==> config.mk <==
export PLATFORM = sky130hd
export DESIGN_NAME = rvm_core_top
export DESIGN_NICKNAME = d
export VERILOG_FILES = /design/src/rvm_pkg.sv /design/src/rvm_core_top.sv /design/src/rvm_control.sv /design/src/rvm_adder.sv /design/src/rvm_regfile.sv /design/src/rvm_decode.sv
export VERILOG_INCLUDE_DIRS = /design/src
export SDC_FILE = /design/constraint.sdc
export NUM_CORES = 2
export LEC_CHECK = 0
export BUFFER_PORTS_ARGS = -buffer_cell sky130_fd_sc_hd__buf_2
export CORE_MARGIN = 1
export CORE_UTILIZATION = 29
export CTS_CLUSTER_DIAMETER = 150
export DETAILED_ROUTE_END_ITERATION = 10
export GPL_TIMING_DRIVEN = 0
export PLACE_DENSITY = 0.5
export SYNTH_ARGS = -nofsm -noshare
export SYNTH_HDL_FRONTEND = slang
export SYNTH_HIERARCHICAL = 1
export SYNTH_SLANG_ARGS = --single-unit
export TNS_END_PERCENT = 50
==> constraint.sdc <==
create_clock -name clk -period 4.95 [get_ports clk]
set_input_delay 0.7425 -clock clk [delete_from_list [all_inputs] [get_ports clk]]
set_output_delay 0.7425 -clock clk [all_outputs]
set_load 0.005 [all_outputs]
==> src/rvm_params.svh <==
// Core parameters for the RV32 multi-cycle core.
// Widths, reset PC, PC step and the major opcodes that the decoder recognises.

`ifndef RVM_PARAMS_SVH
`define RVM_PARAMS_SVH

// --------------------
// Widths
// --------------------
`define RVM_XLEN        32              // Data and address width.
`define RVM_REG_ADDR_W  5               // Register index width.
`define RVM_NUM_REGS    32              // Architectural registers.

// --------------------
// Program counter
// --------------------
`define RVM_RESET_PC    32'h0000_0000   // First fetch address.
`define RVM_PC_STEP     32'd4           // One instruction word.

// Major opcodes, instruction bits [6:0].
`define RVM_OPC_OP      7'b0110011      // Register-register ALU.
`define RVM_OPC_OP_IMM  7'b0010011      // Register-immediate ALU.
`define RVM_OPC_LUI     7'b0110111      // Load upper immediate.

`endif
==> src/rvm_pkg.sv <==
// Shared types for the RV32 multi-cycle core.
// State and instruction enums plus the structs passed between blocks.

`default_nettype none

`include "rvm_params.svh"

package rvm_pkg;

    // Decoded instruction kind.
    typedef enum logic [1:0] {
        INSTR_ADD,
        INSTR_ADDI,
        INSTR_LUI,
        INSTR_UNSUPPORTED
    } instr_e;

    // Control FSM states, one execute state per instruction.
    typedef enum logic [2:0] {
        ST_POST_RESET,
        ST_FETCH,
        ST_DECODE,
        ST_EX_ADD,
        ST_EX_ADDI,
        ST_EX_LUI,
        ST_EX_NONE,
        ST_INC_PC
    } ctrl_state_e;

    // --------------------
    // Structs
    // --------------------
    typedef struct packed {
        logic                       c_en;   // Fetch enable.
        logic [`RVM_XLEN-1:0]       addr;   // Word address.
    } mem_req_t;

    typedef struct packed {
        instr_e                     instr;
        logic [`RVM_REG_ADDR_W-1:0] rs1;
        logic [`RVM_REG_ADDR_W-1:0] rs2;
        logic [`RVM_REG_ADDR_W-1:0] rd;
        logic [`RVM_XLEN-1:0]       imm;    // Already extended.
    } decoded_t;

    typedef struct packed {
        logic                       req;    // One-cycle strobe.
        logic [`RVM_XLEN-1:0]       lhs;
        logic [`RVM_XLEN-1:0]       rhs;
    } add_req_t;

    typedef struct packed {
        logic                       wen;
        logic [`RVM_REG_ADDR_W-1:0] addr;
        logic [`RVM_XLEN-1:0]       wdata;
    } rd_write_t;

endpackage

`default_nettype wire

==> src/rvm_core_top.sv <==
// RV32 multi-cycle core top level.
// Ties decoder, register file, adder and control together; every register
// write is mirrored on the writeback port.

`default_nettype none

`include "rvm_params.svh"

module rvm_core_top (
    input  logic                  clk,
    input  logic                  resetn,
    output rvm_pkg::mem_req_t     o_mem,
    input  logic [`RVM_XLEN-1:0]  i_mem_rdata,
    input  logic                  i_mem_stall,
    output rvm_pkg::rd_write_t    o_wb
);

    rvm_pkg::decoded_t    dec;
    rvm_pkg::add_req_t    add_req;
    rvm_pkg::rd_write_t   rd_wr;
    logic                 fetch_accept;
    logic [`RVM_XLEN-1:0] rs1_rdata;
    logic [`RVM_XLEN-1:0] rs2_rdata;
    logic [`RVM_XLEN-1:0] add_sum;
    logic                 add_valid;

    rvm_decode u_decode (
        .clk            (clk),
        .resetn         (resetn),
        .i_fetch_accept (fetch_accept),
        .i_mem_rdata    (i_mem_rdata),
        .o_dec          (dec)
    );

    rvm_regfile u_regfile (
        .clk         (clk),
        .resetn      (resetn),
        .i_rs1_addr  (dec.rs1),
        .i_rs2_addr  (dec.rs2),
        .o_rs1_rdata (rs1_rdata),
        .o_rs2_rdata (rs2_rdata),
        .i_wr        (rd_wr)
    );

    rvm_adder u_adder (
        .clk     (clk),
        .resetn  (resetn),
        .i_add   (add_req),
        .o_sum   (add_sum),
        .o_valid (add_valid)
    );

    rvm_control u_control (
        .clk            (clk),
        .resetn         (resetn),
        .i_mem_stall    (i_mem_stall),
        .o_mem          (o_mem),
        .o_fetch_accept (fetch_accept),
        .i_dec          (dec),
        .i_rs1_rdata    (rs1_rdata),
        .i_rs2_rdata    (rs2_rdata),
        .o_add          (add_req),
        .i_add_sum      (add_sum),
        .i_add_valid    (add_valid),
        .o_rd_wr        (rd_wr)
    );

    assign o_wb = rd_wr;                    // Includes x0 writes.

endmodule

`default_nettype wire

==> src/rvm_control.sv <==
// Main control FSM and program counter.
// Sequences fetch, decode, execute and PC increment, and steers memory,
// the adder and the register file write port.

`default_nettype none

`include "rvm_params.svh"

module rvm_control (
    input  logic                  clk,
    input  logic                  resetn,
    input  logic                  i_mem_stall,
    output rvm_pkg::mem_req_t     o_mem,
    output logic                  o_fetch_accept,
    input  rvm_pkg::decoded_t     i_dec,
    input  logic [`RVM_XLEN-1:0]  i_rs1_rdata,
    input  logic [`RVM_XLEN-1:0]  i_rs2_rdata,
    output rvm_pkg::add_req_t     o_add,
    input  logic [`RVM_XLEN-1:0]  i_add_sum,
    input  logic                  i_add_valid,
    output rvm_pkg::rd_write_t    o_rd_wr
);

    rvm_pkg::ctrl_state_e state;
    rvm_pkg::ctrl_state_e next_state;
    logic [`RVM_XLEN-1:0] pc;
    logic                 issued;       // Adder request already sent.
    logic                 add_req;
    logic                 add_done;
    logic                 add_state;

    // --------------------
    // Adder steering
    // --------------------
    assign add_state = state == rvm_pkg::ST_EX_ADD  ||
                       state == rvm_pkg::ST_EX_ADDI ||
                       state == rvm_pkg::ST_INC_PC;
    assign add_req   = add_state && !issued;         // First cycle only.
    assign add_done  = issued && i_add_valid;

    always_comb begin
        o_add.req = add_req;
        o_add.lhs = '0;
        o_add.rhs = '0;
        case (state)
            rvm_pkg::ST_EX_ADD: begin
                o_add.lhs = i_rs1_rdata;
                o_add.rhs = i_rs2_rdata;
            end
            rvm_pkg::ST_EX_ADDI: begin
                o_add.lhs = i_rs1_rdata;
                o_add.rhs = i_dec.imm;
            end
            rvm_pkg::ST_INC_PC: begin
                o_add.lhs = pc;
                o_add.rhs = `RVM_PC_STEP;
            end
            default: ;
        endcase
    end

    // --------------------
    // Memory and writeback
    // --------------------
    assign o_mem.c_en     = state == rvm_pkg::ST_FETCH;
    assign o_mem.addr     = pc;                     // Held through stalls.
    assign o_fetch_accept = o_mem.c_en && !i_mem_stall;

    assign o_rd_wr.wen   = state == rvm_pkg::ST_EX_LUI ||
                           ((state == rvm_pkg::ST_EX_ADD ||
                             state == rvm_pkg::ST_EX_ADDI) && add_done);
    assign o_rd_wr.addr  = i_dec.rd;
    assign o_rd_wr.wdata = (state == rvm_pkg::ST_EX_LUI) ? i_dec.imm : i_add_sum;

    always_comb begin
        next_state = state;
        case (state)
            rvm_pkg::ST_POST_RESET: next_state = rvm_pkg::ST_FETCH;
            rvm_pkg::ST_FETCH:      if (!i_mem_stall) next_state = rvm_pkg::ST_DECODE;
            rvm_pkg::ST_DECODE: begin
                case (i_dec.instr)
                    rvm_pkg::INSTR_ADD:  next_state = rvm_pkg::ST_EX_ADD;
                    rvm_pkg::INSTR_ADDI: next_state = rvm_pkg::ST_EX_ADDI;
                    rvm_pkg::INSTR_LUI:  next_state = rvm_pkg::ST_EX_LUI;
                    default:             next_state = rvm_pkg::ST_EX_NONE;
                endcase
            end
            rvm_pkg::ST_EX_ADD,
            rvm_pkg::ST_EX_ADDI:    if (add_done) next_state = rvm_pkg::ST_INC_PC;
            rvm_pkg::ST_EX_LUI,
            rvm_pkg::ST_EX_NONE:    next_state = rvm_pkg::ST_INC_PC;
            rvm_pkg::ST_INC_PC:     if (add_done) next_state = rvm_pkg::ST_FETCH;
            default:                next_state = rvm_pkg::ST_POST_RESET;
        endcase
    end

    always_ff @(posedge clk or negedge resetn) begin
        if (!resetn) begin
            state  <= rvm_pkg::ST_POST_RESET;
            pc     <= `RVM_RESET_PC;
            issued <= 1'b0;
        end else begin
            state <= next_state;
            if (state == rvm_pkg::ST_INC_PC && add_done) begin
                pc <= i_add_sum;                    // PC plus step.
            end
            if (add_req) begin
                issued <= 1'b1;
            end else if (add_done) begin
                issued <= 1'b0;
            end
        end
    end

endmodule

`default_nettype wire

==> src/rvm_adder.sv <==
// Registered adder unit.
// Sum and valid come back one cycle after each request; back-to-back
// requests are accepted.

`default_nettype none

`include "rvm_params.svh"

module rvm_adder (
    input  logic                  clk,
    input  logic                  resetn,
    input  rvm_pkg::add_req_t     i_add,
    output logic [`RVM_XLEN-1:0]  o_sum,
    output logic                  o_valid
);

    // Valid tracks the request strobe.
    always_ff @(posedge clk or negedge resetn) begin
        if (!resetn) begin
            o_valid <= 1'b0;
        end else begin
            o_valid <= i_add.req;
        end
    end

    // Result register, wraps modulo 2^XLEN.
    always_ff @(posedge clk) begin
        if (i_add.req) begin
            o_sum <= i_add.lhs + i_add.rhs;
        end
    end

endmodule

`default_nettype wire

==> src/rvm_regfile.sv <==
// General purpose register file.
// Two combinational read ports, one write port, x0 hardwired to zero.

`default_nettype none

`include "rvm_params.svh"

module rvm_regfile (
    input  logic                        clk,
    input  logic                        resetn,
    input  logic [`RVM_REG_ADDR_W-1:0]  i_rs1_addr,
    input  logic [`RVM_REG_ADDR_W-1:0]  i_rs2_addr,
    output logic [`RVM_XLEN-1:0]        o_rs1_rdata,
    output logic [`RVM_XLEN-1:0]        o_rs2_rdata,
    input  rvm_pkg::rd_write_t          i_wr
);

    logic [`RVM_XLEN-1:0] regs [`RVM_NUM_REGS];

    // --------------------
    // Write port
    // --------------------
    always_ff @(posedge clk or negedge resetn) begin
        if (!resetn) begin
            for (int i = 0; i < `RVM_NUM_REGS; i++) begin
                regs[i] <= '0;
            end
        end else if (i_wr.wen && i_wr.addr != '0) begin
            regs[i_wr.addr] <= i_wr.wdata;          // x0 writes dropped.
        end
    end

    // --------------------
    // Read ports
    // --------------------
    assign o_rs1_rdata = (i_rs1_addr == '0) ? '0 : regs[i_rs1_addr];
    assign o_rs2_rdata = (i_rs2_addr == '0) ? '0 : regs[i_rs2_addr];

endmodule

`default_nettype wire

==> src/rvm_decode.sv <==
// Instruction decoder.
// Latches the fetched word and splits it into register fields, immediate
// and instruction kind. An all-zero word decodes as unsupported.

`default_nettype none

`include "rvm_params.svh"

module rvm_decode (
    input  logic                   clk,
    input  logic                   resetn,
    input  logic                   i_fetch_accept,   // Word valid on this edge.
    input  logic [`RVM_XLEN-1:0]   i_mem_rdata,
    output rvm_pkg::decoded_t      o_dec
);

    logic [`RVM_XLEN-1:0] instr_word;
    logic [6:0]           opcode;
    logic [2:0]           funct3;
    logic [6:0]           funct7;
    logic [`RVM_XLEN-1:0] imm_i;
    logic [`RVM_XLEN-1:0] imm_u;

    always_ff @(posedge clk or negedge resetn) begin
        if (!resetn) begin
            instr_word <= '0;
        end else if (i_fetch_accept) begin
            instr_word <= i_mem_rdata;
        end
    end

    // --------------------
    // Field extraction
    // --------------------
    assign opcode = instr_word[6:0];
    assign funct3 = instr_word[14:12];
    assign funct7 = instr_word[31:25];

    assign imm_i  = {{20{instr_word[31]}}, instr_word[31:20]};  // Sign extended.
    assign imm_u  = {instr_word[31:12], 12'b0};

    always_comb begin
        o_dec.rs1   = instr_word[19:15];
        o_dec.rs2   = instr_word[24:20];
        o_dec.rd    = instr_word[11:7];
        o_dec.instr = rvm_pkg::INSTR_UNSUPPORTED;
        o_dec.imm   = '0;
        if (opcode == `RVM_OPC_OP && funct3 == 3'd0 && funct7 == 7'd0) begin
            o_dec.instr = rvm_pkg::INSTR_ADD;
        end else if (opcode == `RVM_OPC_OP_IMM && funct3 == 3'd0) begin
            o_dec.instr = rvm_pkg::INSTR_ADDI;
            o_dec.imm   = imm_i;
        end else if (opcode == `RVM_OPC_LUI) begin
            o_dec.instr = rvm_pkg::INSTR_LUI;
            o_dec.imm   = imm_u;
        end
    end

endmodule

`default_nettype wire

==> reports/qor.json <==
{
  "grtUsageTotal": 0.249,
  "synth_largest_area_cell": "dfrtp_1",
  "drt-vias-per-instance": 5.78,
  "maxCapViolations": 0,
  "irDropWorstVdd_v": 0.000476,
  "drt-wirelength-per-cell_um": 36.1,
  "first_pass_grt_wire_length_um": 365000,
  "die-width_um": 461,
  "setup_slack_ps": -88.7,
  "rows": 168,
  "grt_pass1_vias": 43554,
  "design.core.area_um2": 210000,
  "grt_antenna_before_repair": 10,
  "critPathMaxStageDelay_ps": 1190,
  "ys.flop_type": "dfrtp_1",
  "yosys_warnings": 6,
  "mappedNetlistArea_um2": 61200,
  "finalHoldViolCount": 0,
  "timing_worst_setup_path_type": "register to output port",
  "outcome": "complete, but fails checks",
  "synth_enable_flop_cells": 32,
  "final-max-slew-violation-count": 2,
  "worst_setup_path_end_kind": "output port",
  "synth_nets": 4247,
  "critical_path.max_fanout": 10,
  "worst_pin_slew_ps": 1530,
  "tritoncts": "done",
  "final_period_minus_worst_setup_slack_ps": 5040,
  "nets": 4565,
  "pin_count_of_the_biggest_net_entering_global_routing": 160,
  "whs_ps": 140,
  "ios": 106,
  "post_place_cells": 7098,
  "cts.sinks": 1125,
  "die_area_um2": 213000,
  "synth_seq_cells": 1125,
  "clock_tree.buffer_depth": 3,
  "clock_slew_at_the_register_clock_pins_of_the_worst_setup_and_hold_paths_ps": 60,
  "h-tree-depth": 4,
  "instances_no_fill": 7410,
  "worst_ep_arrival_time_ps": 4300,
  "wl_um": 268000,
  "start_kind": "register",
  "grt_overflow_total": 0,
  "yosysUniqueCellTypes": 78,
  "synth.avg_cell_area_um2": 14.7,
  "crit_slowest_cell": "a22oi_1",
  "detail_route.drc_violations": 0,
  "floorplan.die.height_um": 461,
  "initialDrtViolationCount": 4642,
  "route.vias.total": 42803,
  "finalCritPeriodShare": 1.02,
  "dpl_worst_slack_ps": -2310,
  "floorplan.initialDensity": 0.292,
  "clk_latency_ps": 830,
  "detailed_place_hpwl_um": 186000,
  "power.density_nw_per_um2": 690,
  "routabilityCongestion": 0.993,
  "finalSetupViolations": 29,
  "timing.slew.headroom": -0.0225,
  "post_synth_arst_share": 0.972,
  "holdCritPathClass": "primary input to register",
  "netlist_top_cells_area": "dfrtp_1 (45%), mux2_2 (20%), mux4_2 (17%)",
  "rsz_0062_raised_after_global_routing": "true",
  "failed_checks": "max-slew violations, negative setup slack",
  "area_growth_syn_to_layout_pct": 19.9,
  "netlist.area_leader.share": 0.447,
  "maxClockFrequency_mhz": 198,
  "numPortBuffers": 105,
  "clock_skew_after_layout_ps": 31.7,
  "tritoncts.num_buffers": 137,
  "layout-drive-gt1-share": 0.525,
  "crit_required_ps": 4210,
  "synthesis.instances": 4177,
  "post_synthesis_sequential_area_ratio": 0.463,
  "power_leakage_nw": 32.7,
  "first_pass_detailed_route_iteration_total": 5,
  "detail-route-antenna-nets": 0,
  "clock_tree.root_cell": "clkbuf_16",
  "worstPathCellList": "nor4_1, nand3_1, clkbuf_1, a22oi_1, mux2_2, buf_2"
}
cells in the mapped netlist, drive strengths merged (32+ instances only):
cell type	count
edfxtp	32
dfrtp	1093
mux2	1120
a22oi	38
o22ai	82
ha	34
nand3	35
buf	251
a21oi	45
a22o	116
nor3	63
a211oi	42
nor2	34
mux4	469
mux2i	161
nand2	44
clkbuf	240
per-layer routing:
metal	global-route usage	part of all wire	vias up
li1	-	-	16897
met1	0.310	0.39	23121
met2	0.380	0.45	2115
met3	0.0747	0.092	660
met4	0.151	0.067	10
met5	0	0.00025	-
cells by family (layout without fill, tap and decap cells):
family / Yosys count / after routing / share of synthesized area
buffers and inverters: 501 / 926 / 0.0394
DFF: 1125 / 1125 / 0.463
xor gates and xnor gates: 28 / 28 / 0.00401
muxes: 1750 / 1750 / 0.405
other: 0 / 3 / 0
adders and majority gates: 35 / 35 / 0.00728
and+or+nand+nor: 281 / 281 / 0.0246
AOI/OAI and AO/OA: 457 / 457 / 0.0571
critical path: cells and delay by family (launching register included):
| kind | cells | cell delay (ps) |
|---|---|---|
| multiplexers | 1 | 530 |
| buffers and inverters | 2 | 510 |
| AO/OA/AOI/OAI | 1 | 1190 |
| flip-flops | 1 | 450 |
| AND/OR/NAND/NOR | 2 | 780 |
final timing paths:
kind                                          from                      end  slack, ps  depth (start not counted)
setup / recovery           u_decode/instr_word[12]                 o_wb[28]        -90                          6
hold / removal                     i_mem_rdata[28]  u_decode/instr_word[28]        140                          2
setup reg to reg           u_decode/instr_word[20]        u_adder/o_sum[31]        -70                         18
hold reg to reg               u_regfile/regs[1015]     u_regfile/regs[1015]        480                          1
max in group asynchronous                   resetn  u_decode/instr_word[23]       2120                          5
min in group asynchronous                   resetn      u_regfile/regs[983]        480                          2
where the power goes:
part           switching (mW)  leakage [nW]  internal (mW)
sequential               2.52          15.3           12.3
clock                    4.31          2.24           6.05
combinational            14.4          15.2           11.0
total                    21.2          32.7           29.4
layout by cell type (no fill, tap or decap), types with 71 or more instances in the layout:
cell type | netlist | routed
a22o_1 | 116 | 116
buf_2 | 115 | 177
buf_4 | 71 | 105
clkbuf_1 | 240 | 198
clkbuf_16 | 0 | 146
dfrtp_1 | 1093 | 1086
mux2_2 | 1104 | 1104
mux2i_1 | 161 | 154
mux4_2 | 469 | 469
o22ai_1 | 82 | 71
timing repair:
action / in CTS / in global routing
gates resized for setup: 504 / 138
hold buffers: 1 / 0
setup buffers: 24 / 45
setup endpoints to repair: 61 / 17
cloned: 1 / 6
endpoints found under the hold margin: 91 / 0
pin swaps: 28 / 45
flip-flops by register name, indices dropped and copies added, names as in the netlist:
register             flops
u_adder/o_sum           32
u_adder/o_valid          1
u_control/issued         1
u_control/pc            32
u_control/state          3
u_decode/instr_word     32
u_regfile/regs        1024
area by class of cell:
cell class,count,area (um^2)
inverters,10,37.5
fillers,20294,136000
clock inverters,45,573
multi-input cells,2551,31700
well taps,2805,3510
plain buffers,474,3590
clock buffers,201,3990
diodes,3,7.51
repair buffers,196,1630
flip-flops and latches,1125,28300
metrics by stage:
stage / power (mW) / area [um^2] / setup TNS [ps] / util
floorplan: 27.3 / 61200 / 0 / -
global placement: 36.3 / 65200 / - / 0.311
detailed placement: 36.5 / 65500 / -51980 / 0.313
CTS: 49.0 / 72200 / -460 / 0.344
global route: 52.1 / 73400 / -66.8 / 0.350
finish: 50.6 / 73400 / -622 / 0.350
No activity file was read; power rests on OpenSTA's default activity.
